--- src/cavlc_params.svh ---
`default_nettype none

`ifndef CAVLC_PARAMS_SVH
`define CAVLC_PARAMS_SVH

`define COEF_W          15  // signed coefficient width.
`define NUM_COEF        16
`define IDX_W           4
`define SFX_LEN_W       3   // suffix length runs from 0 up to 6.
`define CODE_W          28  // marker bit plus at most 12 suffix bits, prefix zeros implied.
`define LEN_W           5
`define LVL_FIFO_DEPTH  4

`endif

`default_nettype wire

--- src/cavlc_pkg.sv ---
`include "cavlc_params.svh"
`default_nettype none

package cavlc_pkg;

    typedef logic signed [`COEF_W-1:0] coef_t;

    typedef coef_t [`NUM_COEF-1:0] coef_blk_t;  // index 0 is scan position 0.

    typedef logic [`CODE_W-1:0] code_t;  // right aligned, prefix zeros given by the length.

    typedef logic [`LEN_W-1:0] len_t;

    typedef struct packed {
        coef_t level;
        logic  first;      // first coded level of the block.
        logic  first_adj;  // level code is lowered by two on this item.
        logic  sfx_init;   // suffix length start, only valid with first.
        logic  last;
        logic  empty;      // block carries no level at all.
    } level_item_t;

    typedef enum logic {
        SCAN_IDLE,
        SCAN_EMIT
    } scan_state_t;

endpackage

`default_nettype wire

--- src/level_if.sv ---
`timescale 1ns/1ps
`default_nettype none

interface level_if
    import cavlc_pkg::*;
();

    logic        valid;
    logic        ready;
    level_item_t item;

    // Item is held stable while valid waits for ready.
    modport producer (
        output valid,
        output item,
        input  ready
    );

    modport consumer (
        input  valid,
        input  item,
        output ready
    );

endinterface

`default_nettype wire

--- src/level_scanner.sv ---
`include "cavlc_params.svh"
`timescale 1ns/1ps
`default_nettype none

module level_scanner
    import cavlc_pkg::*;
(
    input  logic      clk,
    input  logic      rst,
    input  logic      in_valid,
    output logic      in_ready,
    input  coef_blk_t coef,
    level_if.producer lvl
);

    scan_state_t          state;

    logic [`NUM_COEF-1:0] nz_mask;
    logic [`NUM_COEF-1:0] t1_mask;
    logic [`NUM_COEF-1:0] lvl_mask;
    logic [`IDX_W:0]      total;
    logic [1:0]           t1_cnt;
    logic                 t1_run;
    coef_t                cur;

    coef_blk_t            blk_q;
    logic [`NUM_COEF-1:0] mask_q;
    logic                 first_q;
    logic                 empty_q;
    logic                 adj_q;
    logic                 sfx_q;

    logic [`IDX_W-1:0]    top_idx;
    logic                 one_left;
    logic                 last_item;
    logic                 accept;
    logic                 xfer;
    level_item_t          item_d;

    assign in_ready = (state == SCAN_IDLE);
    assign accept   = in_valid && in_ready;
    assign xfer     = lvl.valid && lvl.ready;

    // Walk down from the high end; zeros are skipped and do not end the run of ones.
    always_comb
    begin
        nz_mask = '0;
        t1_mask = '0;
        total   = '0;
        t1_cnt  = '0;
        t1_run  = 1'b1;
        cur     = '0;
        for (int i = `NUM_COEF - 1; i >= 0; i--)
        begin
            cur = coef[i];
            if (cur != '0)
            begin
                nz_mask[i] = 1'b1;
                total      = total + 1'b1;
                if (t1_run && (cur == coef_t'(1) || cur == '1))
                begin
                    t1_mask[i] = 1'b1;
                    t1_cnt     = t1_cnt + 1'b1;
                    t1_run     = (t1_cnt != 2'd3);  // at most three trailing ones.
                end
                else
                begin
                    t1_run = 1'b0;
                end
            end
        end
    end

    assign lvl_mask = nz_mask & ~t1_mask;

    always_comb
    begin
        top_idx = '0;
        for (int i = 0; i < `NUM_COEF; i++)
        begin
            if (mask_q[i])
            begin
                top_idx = i[`IDX_W-1:0];
            end
        end
    end

    assign one_left  = ((mask_q & (mask_q - 1'b1)) == '0);
    assign last_item = empty_q || one_left;

    always_comb
    begin
        item_d.level     = empty_q ? '0 : blk_q[top_idx];
        item_d.first     = first_q;
        item_d.first_adj = first_q && adj_q;
        item_d.sfx_init  = sfx_q;
        item_d.last      = last_item;
        item_d.empty     = empty_q;
    end

    assign lvl.valid = (state == SCAN_EMIT);
    assign lvl.item  = item_d;

    always_ff @(posedge clk)
    begin
        if (rst)
        begin
            state   <= SCAN_IDLE;
            mask_q  <= '0;
            first_q <= 1'b0;
            empty_q <= 1'b0;
        end
        else if (accept)
        begin
            state   <= SCAN_EMIT;
            mask_q  <= lvl_mask;
            first_q <= 1'b1;
            empty_q <= (lvl_mask == '0);  // a lone empty item closes the block.
        end
        else if (xfer)
        begin
            mask_q[top_idx] <= 1'b0;
            first_q         <= 1'b0;
            if (last_item)
            begin
                state <= SCAN_IDLE;
            end
        end
    end

    always_ff @(posedge clk)
    begin
        if (accept)
        begin
            blk_q <= coef;
            adj_q <= (t1_cnt != 2'd3);
            sfx_q <= (total > 'd10) && (t1_cnt != 2'd3);
        end
    end

endmodule

`default_nettype wire

--- src/level_fifo.sv ---
`include "cavlc_params.svh"
`timescale 1ns/1ps
`default_nettype none

module level_fifo
    import cavlc_pkg::*;
(
    input  logic      clk,
    input  logic      rst,
    level_if.consumer wr,
    level_if.producer rd
);

    localparam int DEPTH = `LVL_FIFO_DEPTH;
    localparam int PTR_W = $clog2(DEPTH);

    level_item_t      mem [DEPTH];
    logic [PTR_W-1:0] wr_ptr;
    logic [PTR_W-1:0] rd_ptr;
    logic [PTR_W:0]   count;
    logic             wr_en;
    logic             rd_en;

    assign wr.ready = (count != DEPTH[PTR_W:0]);
    assign rd.valid = (count != '0);
    assign rd.item  = mem[rd_ptr];  // head entry feeds the coder directly.

    assign wr_en = wr.valid && wr.ready;
    assign rd_en = rd.valid && rd.ready;

    always_ff @(posedge clk)
    begin
        if (wr_en)
        begin
            mem[wr_ptr] <= wr.item;
        end
    end

    // Depth is a power of two, so the pointers wrap on their own.
    always_ff @(posedge clk)
    begin
        if (rst)
        begin
            wr_ptr <= '0;
            rd_ptr <= '0;
            count  <= '0;
        end
        else
        begin
            if (wr_en)
            begin
                wr_ptr <= wr_ptr + 1'b1;
            end
            if (rd_en)
            begin
                rd_ptr <= rd_ptr + 1'b1;
            end
            case ({wr_en, rd_en})
                2'b10:   count <= count + 1'b1;
                2'b01:   count <= count - 1'b1;
                default: count <= count;
            endcase
        end
    end

endmodule

`default_nettype wire

--- src/level_vlc_coder.sv ---
`include "cavlc_params.svh"
`timescale 1ns/1ps
`default_nettype none

module level_vlc_coder
    import cavlc_pkg::*;
(
    input  logic      clk,
    input  logic      rst,
    level_if.consumer lvl,
    output logic      out_valid,
    input  logic      out_ready,
    output code_t     out_code,
    output len_t      out_len,
    output logic      out_last
);

    localparam logic [`SFX_LEN_W-1:0] SFX_ONE   = 1;
    localparam logic [`SFX_LEN_W-1:0] SFX_MAX   = 6;
    localparam logic [`COEF_W:0]      ESC_SHORT = 14;
    localparam logic [`COEF_W:0]      ESC_LONG  = 30;

    logic [`SFX_LEN_W-1:0] sfx_q;
    logic [`SFX_LEN_W-1:0] sfx_cur;
    logic [`SFX_LEN_W-1:0] sfx_bump;
    logic [`SFX_LEN_W-1:0] sfx_next;
    logic                  neg;
    logic [`COEF_W-1:0]    mag;
    logic [`COEF_W-1:0]    thr;
    logic [`COEF_W:0]      lvl_code;
    logic [`COEF_W:0]      esc_base;
    logic [`COEF_W:0]      tmp;
    logic [3:0]            prefix;
    logic [3:0]            sfx_size;
    logic [11:0]           suffix;
    code_t                 code_d;
    len_t                  len_d;
    logic                  take;

    assign lvl.ready = !out_valid || out_ready;  // output register free or draining now.
    assign take      = lvl.valid && lvl.ready;

    assign sfx_cur = lvl.item.first ? {{(`SFX_LEN_W-1){1'b0}}, lvl.item.sfx_init} : sfx_q;
    assign neg     = lvl.item.level[`COEF_W-1];
    assign mag     = neg ? -lvl.item.level : lvl.item.level;

    // 2*mag - 2 for positive levels, 2*mag - 1 for negative ones.
    assign lvl_code = {mag, 1'b0}
                    - {{(`COEF_W-1){1'b0}}, !neg, neg}
                    - {{(`COEF_W-1){1'b0}}, lvl.item.first_adj, 1'b0};

    assign esc_base = {{(`COEF_W-3){1'b0}}, 4'd15} << sfx_cur;

    always_comb
    begin
        prefix   = '0;
        sfx_size = '0;
        suffix   = '0;
        tmp      = '0;
        if (sfx_cur == '0)
        begin
            if (lvl_code < ESC_SHORT)
            begin
                prefix = lvl_code[3:0];
            end
            else if (lvl_code < ESC_LONG)
            begin
                prefix   = 4'd14;
                sfx_size = 4'd4;
                tmp      = lvl_code - ESC_SHORT;
                suffix   = tmp[11:0];
            end
            else
            begin
                prefix   = 4'd15;
                sfx_size = 4'd12;
                tmp      = lvl_code - ESC_LONG;
                suffix   = tmp[11:0];
            end
        end
        else if (lvl_code < esc_base)
        begin
            tmp      = lvl_code >> sfx_cur;
            prefix   = tmp[3:0];
            sfx_size = {1'b0, sfx_cur};
            tmp      = lvl_code & ~({(`COEF_W+1){1'b1}} << sfx_cur);
            suffix   = tmp[11:0];
        end
        else
        begin
            prefix   = 4'd15;  // escape with a fixed 12 bit suffix.
            sfx_size = 4'd12;
            tmp      = lvl_code - esc_base;
            suffix   = tmp[11:0];
        end
        code_d = (code_t'(1) << sfx_size) | code_t'(suffix);
        len_d  = len_t'(prefix) + len_t'(sfx_size) + len_t'(1);
    end

    // Suffix length steps up once the magnitude passes 3 << (length - 1).
    assign sfx_bump = (sfx_cur == '0) ? SFX_ONE : sfx_cur;
    assign thr      = {{(`COEF_W-2){1'b0}}, 2'd3} << (sfx_bump - SFX_ONE);
    assign sfx_next = ((mag > thr) && (sfx_bump < SFX_MAX)) ? sfx_bump + SFX_ONE : sfx_bump;

    always_ff @(posedge clk)
    begin
        if (rst)
        begin
            out_valid <= 1'b0;
            sfx_q     <= '0;
        end
        else if (take)
        begin
            out_valid <= 1'b1;
            if (!lvl.item.empty)
            begin
                sfx_q <= sfx_next;
            end
        end
        else if (out_ready)
        begin
            out_valid <= 1'b0;
        end
    end

    always_ff @(posedge clk)
    begin
        if (take)
        begin
            out_code <= lvl.item.empty ? '0 : code_d;
            out_len  <= lvl.item.empty ? '0 : len_d;  // empty block gives a zero length word.
            out_last <= lvl.item.last;
        end
    end

endmodule

`default_nettype wire

--- src/cavlc_level_top.sv ---
`timescale 1ns/1ps
`default_nettype none

module cavlc_level_top
    import cavlc_pkg::*;
(
    input  logic      clk,
    input  logic      rst,
    input  logic      in_valid,
    output logic      in_ready,
    input  coef_blk_t coef,
    output logic      out_valid,
    input  logic      out_ready,
    output code_t     out_code,
    output len_t      out_len,
    output logic      out_last
);

    level_if scan_lvl ();
    level_if fifo_lvl ();  // buffered levels in reverse scan order.

    level_scanner u_scanner (
        .clk      (clk),
        .rst      (rst),
        .in_valid (in_valid),
        .in_ready (in_ready),
        .coef     (coef),
        .lvl      (scan_lvl.producer)
    );

    level_fifo u_fifo (
        .clk (clk),
        .rst (rst),
        .wr  (scan_lvl.consumer),
        .rd  (fifo_lvl.producer)
    );

    level_vlc_coder u_coder (
        .clk       (clk),
        .rst       (rst),
        .lvl       (fifo_lvl.consumer),
        .out_valid (out_valid),
        .out_ready (out_ready),
        .out_code  (out_code),
        .out_len   (out_len),
        .out_last  (out_last)
    );

endmodule

`default_nettype wire

--- config.mk ---
export PLATFORM = sky130hd
export DESIGN_NAME = cavlc_level_top
export DESIGN_NICKNAME = d
export VERILOG_FILES = /design/src/cavlc_pkg.sv /design/src/level_if.sv /design/src/level_scanner.sv /design/src/level_fifo.sv /design/src/level_vlc_coder.sv /design/src/cavlc_level_top.sv
export VERILOG_INCLUDE_DIRS = /design/src
export SDC_FILE = /design/constraint.sdc
export NUM_CORES = 1
export LEC_CHECK = 0
export ABC_AREA = 1
export BUFFER_PORTS_ARGS = -buffer_cell sky130_fd_sc_hd__buf_2
export CAP_MARGIN = 20
export CORE_ASPECT_RATIO = 1.5
export CORE_MARGIN = 3
export CORE_UTILIZATION = 45
export DETAILED_ROUTE_END_ITERATION = 16
export GPL_TIMING_DRIVEN = 0
export PLACE_DENSITY = 0.76
export SYNTH_ARGS = -nofsm -noshare
export SYNTH_HDL_FRONTEND = slang
export SYNTH_HIERARCHICAL = 1
export SYNTH_SLANG_ARGS = --single-unit
--- constraint.sdc ---
create_clock -name clk -period 11.97 [get_ports clk]
set_clock_uncertainty 0.15 [all_clocks]
set_input_delay 0.5985 -clock clk [delete_from_list [all_inputs] [get_ports clk]]
set_output_delay 0.5985 -clock clk [all_outputs]
set_load 0.03 [all_outputs]
==> Word level (Yosys, flattened, before mapping) <==
Memory sizes are Yosys's and may differ from the RTL's. A register that Yosys moved wholly into a read port is not among the register bits.
Cells that the tools add are included.
{ "word_totals": {"inputBits": 244, "output_inout_bits": 36, "reg_bits": 306, "memories": 1, "ramBits": 80} }
{ "memory_table": {"columns": ["memory", "words", "word_bits", "rd", "rd_ports_with_merged_regs", "write_ports", "line", "rtl"], "rows": [
  ["u_fifo.mem", 4, 20, 1, 1, 1, "level_fifo.sv:17", "level_item_t mem [DEPTH];"]
]} }
{ "op_classes": {"n_reduce_logical": 68, "addsub": 45, "n_eq_ne": 50, "mux": 175, "n_lt_le_gt_ge": 8, "n_shift": 5, "bitwise": 10} }
{ "ops": {"columns": ["op", "n"], "rows": [
  ["$eq A15 B15 Y1 const B", 16],
  ["$eq A15 B2 Y1 const B", 16],
  ["$reduce_bool A15 Y1", 16],
  ["$mux W1", 91],
  ["$add A5 B1 Y5 const B", 15],
  ["$mux W5", 15],
  ["$mux W2", 35],
  ["$bmux W15 S4", 1],
  ["$mux W4", 15],
  ["$and A16 B16 Y16", 3],
  ["$mux W12", 4],
  ["$mux W15", 3],
  ["$add A2 B1 Y2 const B", 17],
  ["$logic_not A16 Y1", 2],
  ["$mux W16", 2],
  ["$not A16 Y16", 2],
  ["$sub A16 B2 Y16", 2],
  ["$ne A2 B2 Y1 const B", 15],
  ["$or A28 B12 Y28", 1],
  ["$shl A1 B4 Y28 const A", 1],
  ["$logic_and A1 B1 Y1", 22],
  ["$mux W3", 7],
  ["$logic_or A1 B1 Y1", 18],
  ["$lt A16 B16 Y1", 1],
  ["33 further kinds", 41]
]} }

==> Longest topological paths before layout <==
Gate-level depths: netlist of run 1.
{ "logic_depth": {"depth_word": 59, "mapped_depth": 60, "mapped_depth_nobuf": 60} }

==> Hierarchy <==
The synthesis of run 1 kept the hierarchy.
{ "modules_own_cells": {"columns": ["mod", "cells_each", "n_inst", "area_per_inst_um2"], "rows": [
  ["level_scanner", 1584, 1, 14601.5],
  ["level_vlc_coder", 640, 1, 4053.9],
  ["level_fifo", 262, 1, 3439.5]
]} }

==> Worst setup path after synthesis of run 1 <==
OpenSTA, ideal clock, no wires.
{ "synth_timing": {"path_type": "input to register", "startpoint": "input port coef[222] in the netlist's numbering", "endpoint": "register u_scanner.sfx_q (data pin)", "setup_ns": 0.255, "required_ns": 11.565, "slack_ns": 2.821, "stages": 54, "n_path_buf": 0, "t_arrival_ns": 8.743, "path_cell_list": "nor2_1 nand2_1 nor2_1 nand2_2 ha_1 or2_1 nand2_2 inv_1 ha_1 mux2_2 ha_1 a21oi_1 nor2_1 ha_1 or2_2 o21ai_1 inv_1 ha_1 (+18 left out) o21ai_1 inv_1 ha_1 or2_2 nand2_1 inv_1 ha_1 nand2_1 o21ai_1 ha_1 nand2_1 nand2_1 o21ai_1 nand2_1 inv_1 nor2_1 nor2_1 a21oi_2"} }
{ "synth_between": {"elab_chain_len": 56, "elab_cells_between_ends": 136, "classes_between": "add/sub: 28; order compare: 1; eq/ne: 16; mux: 73; reduce/logical: 18"} }
{ "synth_lines": {"columns": ["item", "line", "rtl"], "rows": [
  ["from (decl)", "cavlc_level_top.sv:11", "input coef_blk_t coef,"],
  ["branches (longest 55 deep; another with $add A5 B1 Y5)", null, null],
  ["$logic_and A1 B1 Y1 (*)", "level_scanner.sv:137", "sfx_q <= (total > 'd10) && (t1_cnt != 2'd3);"],
  ["to (signal assigned)", "level_scanner.sv:137", null],
  ["to (decl)", "level_scanner.sv:31", "logic sfx_q;"]
]} }
Every way passes the cells marked *.
A chain may end at the register's enable or synchronous reset.

==> Worst setup path after layout of run 1 <==
Same ends and word-level chain as after synthesis.

==> flow_summary.toml, run 1 <==
[clock_network]
cts_buffer_depth = 3
cts_sinks = 376
cts.htree.levels = 2
ctsHoldBuffers = 0
cts-resized-gates = 0
worstSkewPairLatency_ns = 0.55
post_cts_buffers = 0
cts_made_buffers = 38
clk_pin_slew_ns = 0.06
cts_tree = "built"
cts_root_buf = "clkbuf_16"

[global_route]
grt_overflow = 0
grt_max_degree = 74
first_global_vias = 19600
antenna_found_initial = 12
grt_util_all_layers = 0.272
grt_pass1_wl_mm = 110

[logic_synthesis]
netlist_area_um2 = 22100
async_flop_share = 0
postSynthAreaPerCell_um2 = 8.89
post_synth_num_cell_types = 73
netlist_instances = 2486
synth_seq_area_share = 0.497
ys_warn_count = 6
synth_edf_count = 344
ys_ff_latch = 376
synth_flop_cell = "edfxtp_1"

[floorplanning]
die_w_um = 187
io_pins = 280
core_area_um2 = 48100
rows = 98
start_util = 0.460
dieArea_um2 = 51900
die_h_um = 277

[timing]
fmax_mhz = 101
report.final.slew_viol_count = 0
worstMarginPinSlew_ns = 1.03
fin_crit_ns = 9.93
rsz0062_at_grt = "false"
slew_headroom = 0.304
finalHoldViolCount = 0
fin_ws_ns = 2.04
finalCritPeriodShare = 0.830
setup_viol = 0
whs_ns = 0.104

[route]
first_pass_iters = 6
drc_errors = 0
ant_nets = 0
routed_wl_mm = 72.6
avgViaCountPerCell = 5.64
vias = 19700
wl_per_cell_um = 20.7
drt_iter0_markers = 1571

[critical_path]
cpMaxStageDelayCell = "ha_1"
setup.worst_path.start = "coef[222]"
cp.arrival_ns = 10.07
crit_type = "in2reg"
critical_path_required_ns = 12.10
cp-end-kind = "flop"
cp_slowest_stage_delay_ns = 0.36
r2r_slack_ns = 5.20
startpoint_type = "primary input"
crit_fanout = 4
cp_common_cell = "ha_1"

[finish]
num-fill-cells = 4413
final_common_cell = "nand2_1"
drive_gt1_frac = 0.192
num-nets-final = 3124
utilization = 0.537
area_growth_pct = 16.7
final_cell_mix = "421 x nand2_1, 344 x edfxtp_1, 286 x nor2_1, 283 x inv_1, 276 x buf_2"

[worst_hold_path]
min_from = "coef[159]"
holdCritPathClass = "in2reg"

[run]
drv_cap = 0

[place]
hpwlAfterDp_mm = 58.6
pre_cts_slack_ns = 1.57
place_congestion = 0.969
port_buffers = 267

[power]
p_leak_nw = 10.7
power.total_mw = 6.56
power_density_nw_per_um2 = 254
peakVddDrop_v = 0.000276

[status]
outcome = "completed"
-- routing by layer --
metal  part of all wire  routed length, µm  GRT usage  vias up
met5             0.0016                115          0        -
met4              0.083               6040      0.193       14
met3              0.059               4270     0.0382      245
met2               0.53              38300      0.517      851
met1               0.33              23900      0.269     9215
li1                   -                  -          -     9416
-- synth_stat cells (6+ instances only) --
library cell / n / area (µm²)
a31oi_1: 11 / 68.8
inv_1: 283 / 1060
nand2_2: 63 / 394
nor2_4: 6 / 67.6
xor2_1: 22 / 193
nand2_1: 421 / 1580
xnor2_1: 7 / 61.3
a21oi_2: 8 / 70.1
inv_2: 30 / 113
or2_2: 6 / 37.5
nor2_1: 290 / 1090
o211ai_1: 12 / 90.1
nand3b_1: 12 / 90.1
o221ai_1: 34 / 298
o31ai_1: 26 / 195
o21ai_1: 58 / 290
nand2_4: 10 / 113
or4_1: 6 / 45.0
nand4_1: 88 / 551
nor3_1: 34 / 170
dfxtp_1: 32 / 641
a221oi_1: 16 / 140
o22ai_1: 82 / 513
buf_2: 8 / 40.0
o21ai_0: 55 / 275
ha_1: 62 / 776
nand3_2: 18 / 180
nor4_1: 46 / 288
nand3_1: 179 / 896
edfxtp_1: 344 / 10300
a21oi_1: 59 / 295
nor2_2: 16 / 100
clkbuf_1: 49 / 184
buf_4: 17 / 128
o41ai_1: 6 / 52.6
-- sequential cells by signal, summed over array words and instances, names as in the netlist, 3 cells and up, named ones only --
signal and count:
u_coder/sfx_q 3, u_coder/out_code 16, u_scanner/blk_q 240, u_fifo/count 3, u_coder/out_len 5, u_scanner/mask_q 16, u_fifo/mem 80
-- stage by stage --
step                      cells  setup TNS, ns  area [µm²]
final                      3499              0       25800
after detailed placement   3425              0       24500
after CTS                  3493              0       25800
after global placement     3417         -0.190       24300
after floorplan            2500              0       22100
after global routing       3498              0       25800
-- report_power, final --
group | internal (mW) | switching (mW) | leakage, nW
combinational | 1.13 | 2.46 | 6.61
sequential | 1.66 | 0.0549 | 3.50
clock | 0.740 | 0.508 | 0.634
-- critical path, delay by kind of cell --
kind,cells,cell delay (ns)
fa+ha+maj,14,4.04
simple gates,20,2.69
compound gates,10,1.60
buf+inv,11,0.83
mux,1,0.30
-- cell families (layout without fill, tap and decap cells) --
kind of cell | Yosys count | count (layout) | share of synthesized area
other | 1 | 21 | 0.000170
buffers and inverters | 397 | 740 | 0.0716
muxes | 1 | 1 | 0.000510
AOI/OAI and AO/OA | 391 | 391 | 0.114
adders and majority gates | 65 | 65 | 0.0378
xor gates and xnor gates | 33 | 33 | 0.0144
and+or+nand+nor | 1222 | 1222 | 0.265
DFF | 376 | 376 | 0.497
-- final cells by class --
cell class / instances / area (µm²) / share of cell area
clock buffer: 46 / 1050 / 0.0409
sequential: 376 / 11000 / 0.425
antenna: 6 / 15.0 / 0.000582
buffer: 76 / 370 / 0.0144
inverter: 321 / 1210 / 0.0471
multi-input combinational: 1727 / 9610 / 0.372
tap: 650 / 813 / 0.0315
clock inverter: 22 / 249 / 0.00965
timing repair buffer: 275 / 1500 / 0.0580
-- worst paths after layout --
path / to / depth (start not counted)
worst max-delay path: u_scanner/sfx_q / 56
worst min register to register: u_fifo/wr_ptr[1] / 2
worst min-delay path: u_scanner/blk_q[159] / 1
worst max register to register: u_coder/out_len[2] / 30
(Power assumes the default switching activity.)
==> run 2, diff against run 1 <==
==> constraint.sdc (replaced) <==
create_clock -name clk -period 9.7 [get_ports clk]
set_clock_uncertainty 0.15 [all_clocks]
set_input_delay 0.485 -clock clk [delete_from_list [all_inputs] [get_ports clk]]
set_output_delay 0.485 -clock clk [all_outputs]
set_load 0.03 [all_outputs]
==> run 2 against run 1 <==
Die area unchanged. Critical path depth is 1 lower. Design area increased by 2.3%. Register-to-register slack lost 2.3 ns. Via count up 1.2%. Cell count rose by 1.6%. Setup slack lost 1.6 ns. Critical path type unchanged. Highest routed layer unchanged.
==> flow_summary.toml, run 2 (same netlist as run 1, synthesis figures left out) <==
[status]
outcome = "completed"

[power]
power_density_nw_per_um2 = 307
seqPwrFrac = 0.261
switching_power_mw = 3.74
p_leak_nw = 11.0
clock_power_share = 0.190
p_int_mw = 4.38
combPwrFrac = 0.549
peakVddDrop_v = 0.000336
sw_frac_of_total = 0.461

[finish]
largest_reg_flops = 240
reg_top3 = "u_scanner/blk_q: 240 flops, u_fifo/mem: 80 flops"
final_cell_mix = "420 x nand2_1, 344 x edfxtp_1, 283 x inv_1, 282 x nor2_1, 276 x buf_2"
num-fill-cells = 4346
num-nets-final = 3180
drive_gt1_frac = 0.195
final_common_cell = "nand2_1"
area_growth_pct = 19.4
fin_area_um2 = 26400
regMostFlops = "u_scanner/blk_q"

[place]
place_congestion = 0.969
pre_cts_slack_ns = -0.590
hpwlAfterDp_mm = 58.6
place_area_um2 = 24500
port_buffers = 267

[timing]
finalCritPeriodShare = 0.951
fin_crit_ns = 9.22
setup_viol = 0
fin_ws_ns = 0.477
finalHoldViolCount = 0
whs_ns = 0.0132
fmax_mhz = 108
worstMarginPinSlew_ns = 1.00
slew_headroom = 0.324
report.final.slew_viol_count = 0
tns_ns = 0

[run]
drv_cap = 0

[route]
wl_per_cell_um = 20.7
avgViaCountPerCell = 5.62
first_pass_iters = 6
routed_wl_mm = 73.6
ant_nets = 0
drt_iter0_markers = 1591
vias = 20000
drc_errors = 0

[floorplanning]
io_pins = 280
core_area_um2 = 48100
die_w_um = 187
dieArea_um2 = 51900
rows = 98
die_h_um = 277
start_util = 0.460

[global_route]
grt_util_all_layers = 0.276
antenna_found_initial = 12
grt_max_degree = 74
first_global_vias = 20000
grt_pass1_wl_mm = 111
grt_overflow = 0

[critical_path]
cp_common_cell = "ha_1"
cp_slowest_stage_delay_ns = 0.34
startpoint_type = "primary input"
critical_path_required_ns = 9.83
cpMaxStageDelayCell = "ha_1"
crit_fanout = 4
cp.arrival_ns = 9.36
cp-end-kind = "flop"
crit_type = "in2reg"

[clock_network]
worstSkewPairLatency_ns = 0.55
cts_tree = "built"
cts_sinks = 376
cts_root_buf = "clkbuf_16"
cts.htree.levels = 2
cts_buffer_depth = 3
clk_pin_slew_ns = 0.07
cts_made_buffers = 38

[worst_hold_path]
holdCritPathClass = "in2reg"
run 2: stage by stage:
stage	util	total power [mW]	cells
after floorplan	-	5.28	2500
after global placement	0.505	6.43	3417
after detailed placement	0.509	6.52	3425
after CTS	0.547	8.08	3543
after global routing	0.549	8.70	3555
final	0.549	8.11	3556
run 2: what timing repair did:
action,CTS,global route
setup endpoints to repair,1,1
setup buffers,0,6
cloned,0,0
resized for setup,1,15
hold buffers,50,0
pin swaps,0,3
endpoints found under the hold margin,50,0
run 2: power groups by stage:
stage / sequential [mW] / combinational (mW) / clock (mW)
2_1_floorplan: 2.26 / 3.03 / 0
3_3_place_gp: 2.18 / 4.25 / 0
3_5_place_dp: 2.15 / 4.36 / 0
4_1_cts: 2.12 / 4.40 / 1.56
5_1_grt: 2.14 / 4.94 / 1.62
6_report: 2.12 / 4.45 / 1.54
run 2: final cells by class:
| type | instances | area, µm² | area share |
|---|---|---|---|
| clock inverter | 22 | 249 | 0.00943 |
| timing repair buffer | 331 | 2040 | 0.0774 |
| inverter | 321 | 1210 | 0.0460 |
| buffer | 76 | 370 | 0.0140 |
| sequential | 376 | 11000 | 0.416 |
| multi-input combinational | 1727 | 9660 | 0.366 |
| clock buffer | 46 | 1050 | 0.0400 |
| tap | 650 | 813 | 0.0308 |
| antenna | 7 | 17.5 | 0.000664 |
run 2: worst paths after layout:
| check | from | to | slack (ns) | cells past startpoint |
|---|---|---|---|---|
| max | coef[222] | u_scanner/sfx_q | 0.48 | 55 |
| min | coef[22] | u_scanner/blk_q[22] | 0.01 | 1 |
| max reg2reg | flop | u_coder/out_len[2] | 2.95 | 30 |
| min reg2reg | u_fifo/wr_ptr[1] | u_fifo/wr_ptr[1] | 0.35 | 2 |
run 2: worst max-delay path: cells and delay by family:
| kind | cells | cell delay [ns] |
|---|---|---|
| AOI/OAI and AO/OA | 11 | 1.35 |
| adders and majority gates | 14 | 4.20 |
| buffers and inverters | 10 | 0.72 |
| muxes | 1 | 0.30 |
| and+or+nand+nor | 19 | 2.34 |
run 2: layer usage:
metal / routed length [µm] / global-route usage
met5: 90 / 0
met4: 6330 / 0.199
met3: 4010 / 0.0370
met2: 38700 / 0.523
met1: 24500 / 0.272
